## src/adc_pkg.sv

```systemverilog
// ADC link shared definitions
package adc_pkg;

    localparam int NUM_CH     = 4;
    localparam int SAMPLE_W   = 10;
    localparam int SCLK_HALF  = 4;                // clk cycles per sclk half period.
    localparam int FRAME_BITS = 16;
    localparam int GAP_BITS   = 2;                // cs stays high this many sclk periods.
    localparam int DATA_FIRST = 3;
    localparam int DATA_LAST  = DATA_FIRST + SAMPLE_W - 1;
    localparam int BAUD_DIV   = 16;
    localparam int UART_BITS  = 10;               // Start, eight data bits and stop.

    typedef logic [SAMPLE_W-1:0] sample_t;
    typedef logic [7:0]          byte_t;
    typedef logic [3:0]          byte_sel_t;

    // Counter widths for the clock enables and frame position.
    typedef logic [$clog2(SCLK_HALF)-1:0]           sclk_cnt_t;
    typedef logic [$clog2(FRAME_BITS+GAP_BITS)-1:0] frame_cnt_t;
    typedef logic [$clog2(BAUD_DIV)-1:0]            baud_cnt_t;
    typedef logic [3:0]                             uart_bit_t;

    localparam byte_t     CMD_ALL  = 8'h10;
    localparam byte_t     ERR_CODE = 8'hEE;
    localparam byte_sel_t SEL_ERR  = 4'd8;        // Byte select that returns the error code.

    typedef enum logic [1:0] {
        CTRL_IDLE,
        CTRL_SNAP,
        CTRL_SEND,
        CTRL_WAIT
    } ctrl_state_t;

endpackage

```

## src/adc_uart_top.sv

```systemverilog
// ADC to UART link top level
`timescale 1ns/1ps

module adc_uart_top (
    input  logic                       clk,
    input  logic                       reset_b,
    input  logic [adc_pkg::NUM_CH-1:0] adc_data,
    output logic                       cs,
    output logic                       sclk,
    input  logic                       rxd,
    output logic                       txd
);

    adc_pkg::sample_t [adc_pkg::NUM_CH-1:0] ch_sample;
    logic                                   sample_valid;
    adc_pkg::byte_t                         rx_byte;
    logic                                   rx_valid;
    logic                                   hold;
    adc_pkg::byte_sel_t                     byte_sel;
    logic                                   tx_start;
    adc_pkg::byte_t                         tx_byte;
    logic                                   tx_ready;

    spi_adc_rx spi0 (
        .clk          (clk),
        .reset_b      (reset_b),
        .adc_data     (adc_data),
        .cs           (cs),
        .sclk         (sclk),
        .ch_sample    (ch_sample),
        .sample_valid (sample_valid)
    );

    sample_bank bank0 (
        .clk          (clk),
        .reset_b      (reset_b),
        .ch_sample    (ch_sample),
        .sample_valid (sample_valid),
        .hold         (hold),
        .byte_sel     (byte_sel),
        .tx_byte      (tx_byte)
    );

    uart_rx rx0 (
        .clk      (clk),
        .reset_b  (reset_b),
        .rxd      (rxd),
        .rx_byte  (rx_byte),
        .rx_valid (rx_valid)
    );

    uart_tx tx0 (
        .clk      (clk),
        .reset_b  (reset_b),
        .tx_start (tx_start),
        .tx_byte  (tx_byte),
        .txd      (txd),
        .tx_ready (tx_ready)
    );

    link_ctrl ctrl0 (
        .clk      (clk),
        .reset_b  (reset_b),
        .rx_byte  (rx_byte),
        .rx_valid (rx_valid),
        .tx_ready (tx_ready),
        .hold     (hold),
        .byte_sel (byte_sel),
        .tx_start (tx_start)
    );

endmodule

```

## src/link_ctrl.sv

```systemverilog
// Command decode and reply sequencer
`timescale 1ns/1ps

module link_ctrl (
    input  logic               clk,
    input  logic               reset_b,
    input  adc_pkg::byte_t     rx_byte,
    input  logic               rx_valid,
    input  logic               tx_ready,
    output logic               hold,
    output adc_pkg::byte_sel_t byte_sel,
    output logic               tx_start
);

    adc_pkg::ctrl_state_t state;
    adc_pkg::byte_sel_t   sel_q;
    adc_pkg::byte_sel_t   last_q;
    logic [1:0]           ch_idx;
    logic                 is_chan;

    assign ch_idx   = rx_byte[1:0] - 2'd1;      // Commands 1 to 4 map to channel 0 to 3.
    assign is_chan  = (rx_byte != '0) && (rx_byte <= adc_pkg::byte_t'(adc_pkg::NUM_CH));
    assign hold     = (state == adc_pkg::CTRL_SNAP);
    assign tx_start = (state == adc_pkg::CTRL_SEND) && tx_ready;
    assign byte_sel = sel_q;

    always_ff @(posedge clk or negedge reset_b) begin
        if (!reset_b) begin
            state  <= adc_pkg::CTRL_IDLE;
            sel_q  <= '0;
            last_q <= '0;
        end else begin
            case (state)
                adc_pkg::CTRL_IDLE: begin
                    if (rx_valid) begin
                        state <= adc_pkg::CTRL_SNAP;
                        if (is_chan) begin
                            sel_q  <= {1'b0, ch_idx, 1'b0};
                            last_q <= {1'b0, ch_idx, 1'b1};
                        end else if (rx_byte == adc_pkg::CMD_ALL) begin
                            sel_q  <= '0;
                            last_q <= adc_pkg::byte_sel_t'(2 * adc_pkg::NUM_CH - 1);
                        end else begin
                            sel_q  <= adc_pkg::SEL_ERR;
                            last_q <= adc_pkg::SEL_ERR;
                        end
                    end
                end
                adc_pkg::CTRL_SNAP: begin
                    state <= adc_pkg::CTRL_SEND;
                end
                adc_pkg::CTRL_SEND: begin
                    if (tx_ready) begin
                        state <= adc_pkg::CTRL_WAIT;    // tx_start fires this cycle.
                    end
                end
                adc_pkg::CTRL_WAIT: begin
                    if (!tx_ready) begin
                        if (sel_q == last_q) begin
                            state <= adc_pkg::CTRL_IDLE;
                        end else begin
                            sel_q <= sel_q + 1'b1;
                            state <= adc_pkg::CTRL_SEND;
                        end
                    end
                end
                default: begin
                    state <= adc_pkg::CTRL_IDLE;
                end
            endcase
        end
    end

endmodule

```

## src/sample_bank.sv

```systemverilog
// Sample storage and reply byte select
`timescale 1ns/1ps

module sample_bank (
    input  logic                                   clk,
    input  logic                                   reset_b,
    input  adc_pkg::sample_t [adc_pkg::NUM_CH-1:0] ch_sample,
    input  logic                                   sample_valid,
    input  logic                                   hold,
    input  adc_pkg::byte_sel_t                     byte_sel,
    output adc_pkg::byte_t                         tx_byte
);

    adc_pkg::sample_t [adc_pkg::NUM_CH-1:0] live_q;
    adc_pkg::sample_t [adc_pkg::NUM_CH-1:0] snap_q;
    adc_pkg::sample_t                       sel_sample;

    always_ff @(posedge clk or negedge reset_b) begin
        if (!reset_b) begin
            live_q <= '0;
            snap_q <= '0;
        end else begin
            if (sample_valid) begin
                live_q <= ch_sample;
            end
            if (hold) begin
                snap_q <= live_q;               // One reply reads one conversion set.
            end
        end
    end

    assign sel_sample = snap_q[byte_sel[2:1]];

    always_comb begin
        if (byte_sel[3]) begin
            tx_byte = adc_pkg::ERR_CODE;
        end else if (byte_sel[0]) begin
            tx_byte = sel_sample[7:0];
        end else begin
            tx_byte = adc_pkg::byte_t'(sel_sample[adc_pkg::SAMPLE_W-1:8]);
        end
    end

endmodule

```

## src/spi_adc_rx.sv

```systemverilog
// ADC serial front end
`timescale 1ns/1ps

module spi_adc_rx (
    input  logic                                   clk,
    input  logic                                   reset_b,
    input  logic [adc_pkg::NUM_CH-1:0]             adc_data,
    output logic                                   cs,
    output logic                                   sclk,
    output adc_pkg::sample_t [adc_pkg::NUM_CH-1:0] ch_sample,
    output logic                                   sample_valid
);

    adc_pkg::sclk_cnt_t                     half_cnt;
    logic                                   high_half;
    adc_pkg::frame_cnt_t                    bit_cnt;
    adc_pkg::sample_t [adc_pkg::NUM_CH-1:0] shift_q;
    logic                                   half_tick;
    logic                                   in_frame;
    logic                                   in_data;

    assign half_tick = (half_cnt == adc_pkg::sclk_cnt_t'(adc_pkg::SCLK_HALF - 1));
    assign in_frame  = (bit_cnt < adc_pkg::frame_cnt_t'(adc_pkg::FRAME_BITS));
    assign in_data   = (bit_cnt >= adc_pkg::frame_cnt_t'(adc_pkg::DATA_FIRST)) &&
                       (bit_cnt <= adc_pkg::frame_cnt_t'(adc_pkg::DATA_LAST));

    always_ff @(posedge clk or negedge reset_b) begin
        if (!reset_b) begin
            half_cnt     <= '0;
            high_half    <= 1'b0;
            bit_cnt      <= adc_pkg::frame_cnt_t'(adc_pkg::FRAME_BITS); // Start in the gap.
            cs           <= 1'b1;
            sclk         <= 1'b0;
            sample_valid <= 1'b0;
            ch_sample    <= '0;
        end else begin
            sample_valid <= 1'b0;
            if (half_tick) begin
                half_cnt  <= '0;
                high_half <= !high_half;
                if (!high_half) begin
                    sclk <= in_frame;               // Rising edge only inside the cs window.
                end else begin
                    sclk <= 1'b0;
                    if (bit_cnt == adc_pkg::frame_cnt_t'(adc_pkg::FRAME_BITS +
                                                         adc_pkg::GAP_BITS - 1)) begin
                        bit_cnt <= '0;
                        cs      <= 1'b0;
                    end else begin
                        bit_cnt <= bit_cnt + 1'b1;
                        if (bit_cnt == adc_pkg::frame_cnt_t'(adc_pkg::FRAME_BITS - 1)) begin
                            cs           <= 1'b1;
                            sample_valid <= 1'b1;
                            ch_sample    <= shift_q;
                        end
                    end
                end
            end else begin
                half_cnt <= half_cnt + 1'b1;
            end
        end
    end

    // The data lines are taken on the clk edge that raises sclk.
    always_ff @(posedge clk) begin
        if (half_tick && !high_half && in_data) begin
            for (int i = 0; i < adc_pkg::NUM_CH; i++) begin
                shift_q[i] <= {shift_q[i][adc_pkg::SAMPLE_W-2:0], adc_data[i]};
            end
        end
    end

endmodule

```

## src/uart_rx.sv

```systemverilog
// UART 8N1 receiver
`timescale 1ns/1ps

module uart_rx (
    input  logic           clk,
    input  logic           reset_b,
    input  logic           rxd,
    output adc_pkg::byte_t rx_byte,
    output logic           rx_valid
);

    logic                rxd_meta;
    logic                rxd_sync;
    logic                rxd_prev;
    logic                busy;
    logic                bit_tick;
    adc_pkg::baud_cnt_t  baud_cnt;
    adc_pkg::uart_bit_t  bit_idx;
    adc_pkg::byte_t      data_q;

    assign bit_tick = busy && (baud_cnt == '0);
    assign rx_byte  = data_q;

    always_ff @(posedge clk or negedge reset_b) begin
        if (!reset_b) begin
            rxd_meta <= 1'b1;
            rxd_sync <= 1'b1;
            rxd_prev <= 1'b1;
        end else begin
            rxd_meta <= rxd;
            rxd_sync <= rxd_meta;
            rxd_prev <= rxd_sync;
        end
    end

    always_ff @(posedge clk or negedge reset_b) begin
        if (!reset_b) begin
            busy     <= 1'b0;
            baud_cnt <= '0;
            bit_idx  <= '0;
            rx_valid <= 1'b0;
        end else begin
            rx_valid <= 1'b0;
            if (!busy) begin
                if (rxd_prev && !rxd_sync) begin
                    busy     <= 1'b1;
                    baud_cnt <= adc_pkg::baud_cnt_t'(adc_pkg::BAUD_DIV / 2 - 1); // Half a bit.
                    bit_idx  <= '0;
                end
            end else if (!bit_tick) begin
                baud_cnt <= baud_cnt - 1'b1;
            end else begin
                baud_cnt <= adc_pkg::baud_cnt_t'(adc_pkg::BAUD_DIV - 1);
                bit_idx  <= bit_idx + 1'b1;
                if ((bit_idx == '0) && rxd_sync) begin
                    busy <= 1'b0;               // Glitch, not a start bit.
                end else if (bit_idx == adc_pkg::uart_bit_t'(adc_pkg::UART_BITS - 1)) begin
                    busy     <= 1'b0;
                    rx_valid <= rxd_sync;       // Framing error drops the byte.
                end
            end
        end
    end

    always_ff @(posedge clk) begin
        if (bit_tick && (bit_idx != '0) &&
            (bit_idx != adc_pkg::uart_bit_t'(adc_pkg::UART_BITS - 1))) begin
            data_q <= {rxd_sync, data_q[7:1]};
        end
    end

endmodule

```

## src/uart_tx.sv

```systemverilog
// UART 8N1 transmitter
`timescale 1ns/1ps

module uart_tx (
    input  logic           clk,
    input  logic           reset_b,
    input  logic           tx_start,
    input  adc_pkg::byte_t tx_byte,
    output logic           txd,
    output logic           tx_ready
);

    logic [adc_pkg::UART_BITS-1:0] frame_q;
    logic                          busy;
    adc_pkg::baud_cnt_t            baud_cnt;
    adc_pkg::uart_bit_t            bits_left;

    assign txd      = frame_q[0];
    assign tx_ready = !busy;

    always_ff @(posedge clk or negedge reset_b) begin
        if (!reset_b) begin
            frame_q   <= '1;                    // Line idles high.
            busy      <= 1'b0;
            baud_cnt  <= '0;
            bits_left <= '0;
        end else begin
            if (!busy) begin
                if (tx_start) begin
                    frame_q   <= {1'b1, tx_byte, 1'b0};
                    busy      <= 1'b1;
                    baud_cnt  <= adc_pkg::baud_cnt_t'(adc_pkg::BAUD_DIV - 1);
                    bits_left <= adc_pkg::uart_bit_t'(adc_pkg::UART_BITS - 1);
                end
            end else if (baud_cnt != '0) begin
                baud_cnt <= baud_cnt - 1'b1;
            end else if (bits_left == '0) begin
                busy <= 1'b0;                   // Stop bit has run its full time.
            end else begin
                frame_q   <= {1'b1, frame_q[adc_pkg::UART_BITS-1:1]};
                bits_left <= bits_left - 1'b1;
                baud_cnt  <= adc_pkg::baud_cnt_t'(adc_pkg::BAUD_DIV - 1);
            end
        end
    end

endmodule
```

## config.mk

```make
export PLATFORM = sky130hd
export DESIGN_NAME = adc_uart_top
export DESIGN_NICKNAME = d
export VERILOG_FILES = /design/src/adc_pkg.sv /design/src/adc_uart_top.sv /design/src/link_ctrl.sv /design/src/sample_bank.sv /design/src/spi_adc_rx.sv /design/src/uart_rx.sv /design/src/uart_tx.sv
export SDC_FILE = /design/constraint.sdc
export NUM_CORES = 1
export LEC_CHECK = 0
export BUFFER_PORTS_ARGS = -buffer_cell sky130_fd_sc_hd__buf_2
export CORE_ASPECT_RATIO = 1.25
export CORE_MARGIN = 8
export CORE_UTILIZATION = 56
export DETAILED_ROUTE_END_ITERATION = 10
export GPL_ROUTABILITY_DRIVEN = 0
export HOLD_SLACK_MARGIN = 0.12
export PLACE_DENSITY = 0.75
export SLEW_MARGIN = 20
export SYNTH_ARGS = -nofsm -noshare
export SYNTH_HDL_FRONTEND = slang
export SYNTH_HIERARCHICAL = 1
export SYNTH_SLANG_ARGS = --single-unit
```

## constraint.sdc

```tcl
create_clock -name clk -period 3.13 [get_ports clk]
set_clock_uncertainty 0.05 [all_clocks]
set_input_delay 0.1565 -clock clk [delete_from_list [all_inputs] [get_ports clk]]
set_output_delay 0.1565 -clock clk [all_outputs]
set_load 0.05 [all_outputs]
```

==> results.tsv <==
metric	value	unit
Mapped Area	9140	um2
drt first-iter violations	317	
overall routing resource usage	16.4	%
Yosys warning count	6	
worst hold path type	input port to async pin	
final worst path period share	74.6	%
number of cell instances on the worst register-to-register path	6	
arrival time reported for the critical path endpoint	2660	ps
primary flip-flop cell chosen by synthesis mapping	dfrtp_1	
part of the Yosys area used for sequential elements	63.0	%
count of different cell masters after synthesis	72	
CP Buf/Inv Count	1	
multi-input combinational cell area	3090	um2
time the worst path needs with I/O delays and setup	2340	ps
Total Die Area	20700	um2
post-CTS setup-driven buffer insertion count	0	
Layout Nets	648	
count of pins over their slew limit	0	
VDD IR max	0.000416	V
Register Area	5760	um2
net count of the mapped netlist	629	
via count of the first global-routing pass	5447	
Maximum Capacitance Violations	0	
number of enable flip-flop cells after synthesis	48	
Syn-to-layout area delta	10.0	%
CP startpoint kind	register	
final hold viol count	0	
start-to-end type of the worst setup path	register to register	
Pwr Density	629	nW/um2
setup TNS	0	ps
drt total wl	16000	um
Initial Util	56.9	%
number of top-level pins	10	
fraction of synthesis flops using an asynchronous set or reset pin	78.2	%
post-synthesis cell type with the largest combined area	dfrtp_1	
total clock sinks	220	
DRC errors left	0	
Via Count	4965	
CTS tree	built	
fin area	10100	um2
fmax	0.428	GHz
fillers	1185	
final hold slack	181	ps
number of instances in the synthesized netlist	609	
Placement Rows	52	
slowest cell delay on critical path	530	ps
CTS HTree Levels	1	
Yosys top cell area share	43.3	%
clock-pin slew on the worst setup and hold paths	60	ps
endpoint required time on the critical path	3460	ps
Worst-Skew Late Latency	500	ps
Max Buffers Root-to-Sink	3	
Critical Path Stages	6	
post-detailed-placement half-perimeter wirelength	10300	um
number of iterations in the first detailed-routing pass	4	
count of cells resized by post-cts repair	0	
cell area reported after detailed placement	9350	um2
hold bufs inserted after CTS	6	
master cell of the clock root buffer	clkbuf_16	
post-synthesis area per instance	15.0	um2
unrepaired setup endpoints after global routing	no	
height of the die	159	um
Std-Cell Core Area	16100	um2
most used standard cells in the synthesized netlist	dfrtp_1, mux2_2, edfxtp_1	
die width	130	um
largest net degree at the start of global routing	73	
maximum fanout along the worst path	41	
outcome	finished, final reports clean	
kind of cell adding the most delay to the critical path	buffers and inverters	
top cells by area in the synthesized netlist	dfrtp_1, edfxtp_1, mux2_2	
Most Frequent Cell on Critical Path	ha_1	
CTS buffer count	21	
wire length of the first global-routing pass	27600	um
Vias per Instance	5.78	
Max-slew headroom	41.5	%
n_diodes	0	
sequence of cells on the critical path	ha_1, and3_1, ha_1, nor3b_4, buf_4, mux2_2	
Max stage delay cell, worst path	buf_4	
Yosys reg bits	220	
count of buffers from port buffering	9	
Finish-stage setup viols	0	
kind of end point of the critical path	register	
Leakage	4.61	nW
slew at the pin closest to its max-slew limit	855	ps
overall overflow remaining after global route	0	
most common cell in the netlist	dfrtp_1	
initial antenna violation count	0	
routed wire length per instance	18.7	um
Antenna Violating Nets Remaining	0	
fraction of layout cells with a size suffix above 1	32.8	%
[routing by layer]
metal,global-route usage (%),vias up,routed length [um]
met5,0,-,0
li1,-,2289,-
met1,20.4,2598,6880
met3,2.14,23,410
met2,28.7,55,8480
met4,4.92,0,263
[cell type report]
| class | count | share of cell area, % |
|---|---|---|
| inverters | 17 | 0.634 |
| repair buffers | 26 | 2.18 |
| clock inverters | 8 | 0.423 |
| multi-input cells | 342 | 30.7 |
| clock buffers | 30 | 6.06 |
| flip-flops and latches | 220 | 57.3 |
| well taps | 216 | 2.69 |
[logic make-up (layout without fill, tap and decap cells)]
kind of cell	count (synthesis)	after routing	synth area share, %
compound gates	75	75	6.13
xor+xnor	8	8	0.767
fa+ha+maj	13	13	1.78
buf+inv	47	81	3.30
flops	220	220	63.0
mux	143	143	18.6
simple gates	103	103	6.39
[per-stage QoR]
step	utilization (%)	std cells	setup slack (ps)	power (mW)
global route	62.6	859	677	6.61
floorplan	-	609	128	3.81
global placement	58.2	815	877	3.94
finish	62.6	859	795	6.33
CTS	62.6	859	802	6.39
detailed placement	58.2	815	819	4.00
[power breakdown]
group / internal, mW / leakage, nW / switching, mW / total, mW
clock network: 1.36 / 0.329 / 1.02 / 2.38
registers: 3.08 / 2.75 / 0.140 / 3.22
logic: 0.317 / 1.53 / 0.416 / 0.733
[registers in the layout (all words and copies together) (netlist names), 2 cells and up]
signal / cells
rx0/baud_cnt: 4
rx0/rx_byte: 8
ctrl0/byte_sel: 4
tx0/bits_left: 4
ctrl0/last_q: 4
bank0/live_q: 40
spi0/ch_sample: 40
spi0/bit_cnt: 5
ctrl0/state: 2
tx0/frame_q: 9
rx0/bit_idx: 4
spi0/half_cnt: 2
bank0/snap_q: 40
tx0/baud_cnt: 4
spi0/shift_q: 40
[placed cells by master (no fill, tap or decap), types with 3 or more instances in the layout]
| cell | count |
|---|---|
| a2bb2oi_1 | 4 |
| o211ai_1 | 3 |
| dlygate4sd3_1 | 6 |
| clkinv_2 | 6 |
| inv_1 | 17 |
| a21o_1 | 8 |
| clkbuf_16 | 21 |
| nor2b_1 | 3 |
| mux4_2 | 3 |
| clkbuf_8 | 5 |
| xor2_1 | 6 |
| nand2b_1 | 3 |
| mux4_1 | 4 |
| dfstp_2 | 14 |
| nor2_1 | 26 |
| buf_4 | 9 |
| a221oi_1 | 5 |
| a21oi_1 | 10 |
| mux2_1 | 3 |
| or3_1 | 3 |
| dfrtp_1 | 158 |
| mux2_2 | 125 |
| ha_1 | 13 |
| nand3_1 | 13 |
| nor3_1 | 7 |
| a31oi_1 | 4 |
| mux2i_1 | 7 |
| buf_2 | 8 |
| o21ai_0 | 9 |
| edfxtp_1 | 48 |
| nand4_1 | 3 |
| o22ai_1 | 10 |
| nand2_1 | 18 |
| clkbuf_1 | 4 |
[worst paths after layout]
check	start	slack, ps	endpoint
hold reg to reg	rx0/rxd_meta	310	rx0/rxd_sync
max in group asynchronous	reset_b	1990	tx0/frame_q[6]
hold / removal	reset_b	180	spi0/ch_sample[39]
setup reg to reg	spi0/bit_cnt[0]	790	spi0/ch_sample[37]
setup / recovery	spi0/bit_cnt[0]	790	spi0/ch_sample[37]
min in group clk	rxd	260	rx0/rxd_meta
(Power assumes the default switching activity.)
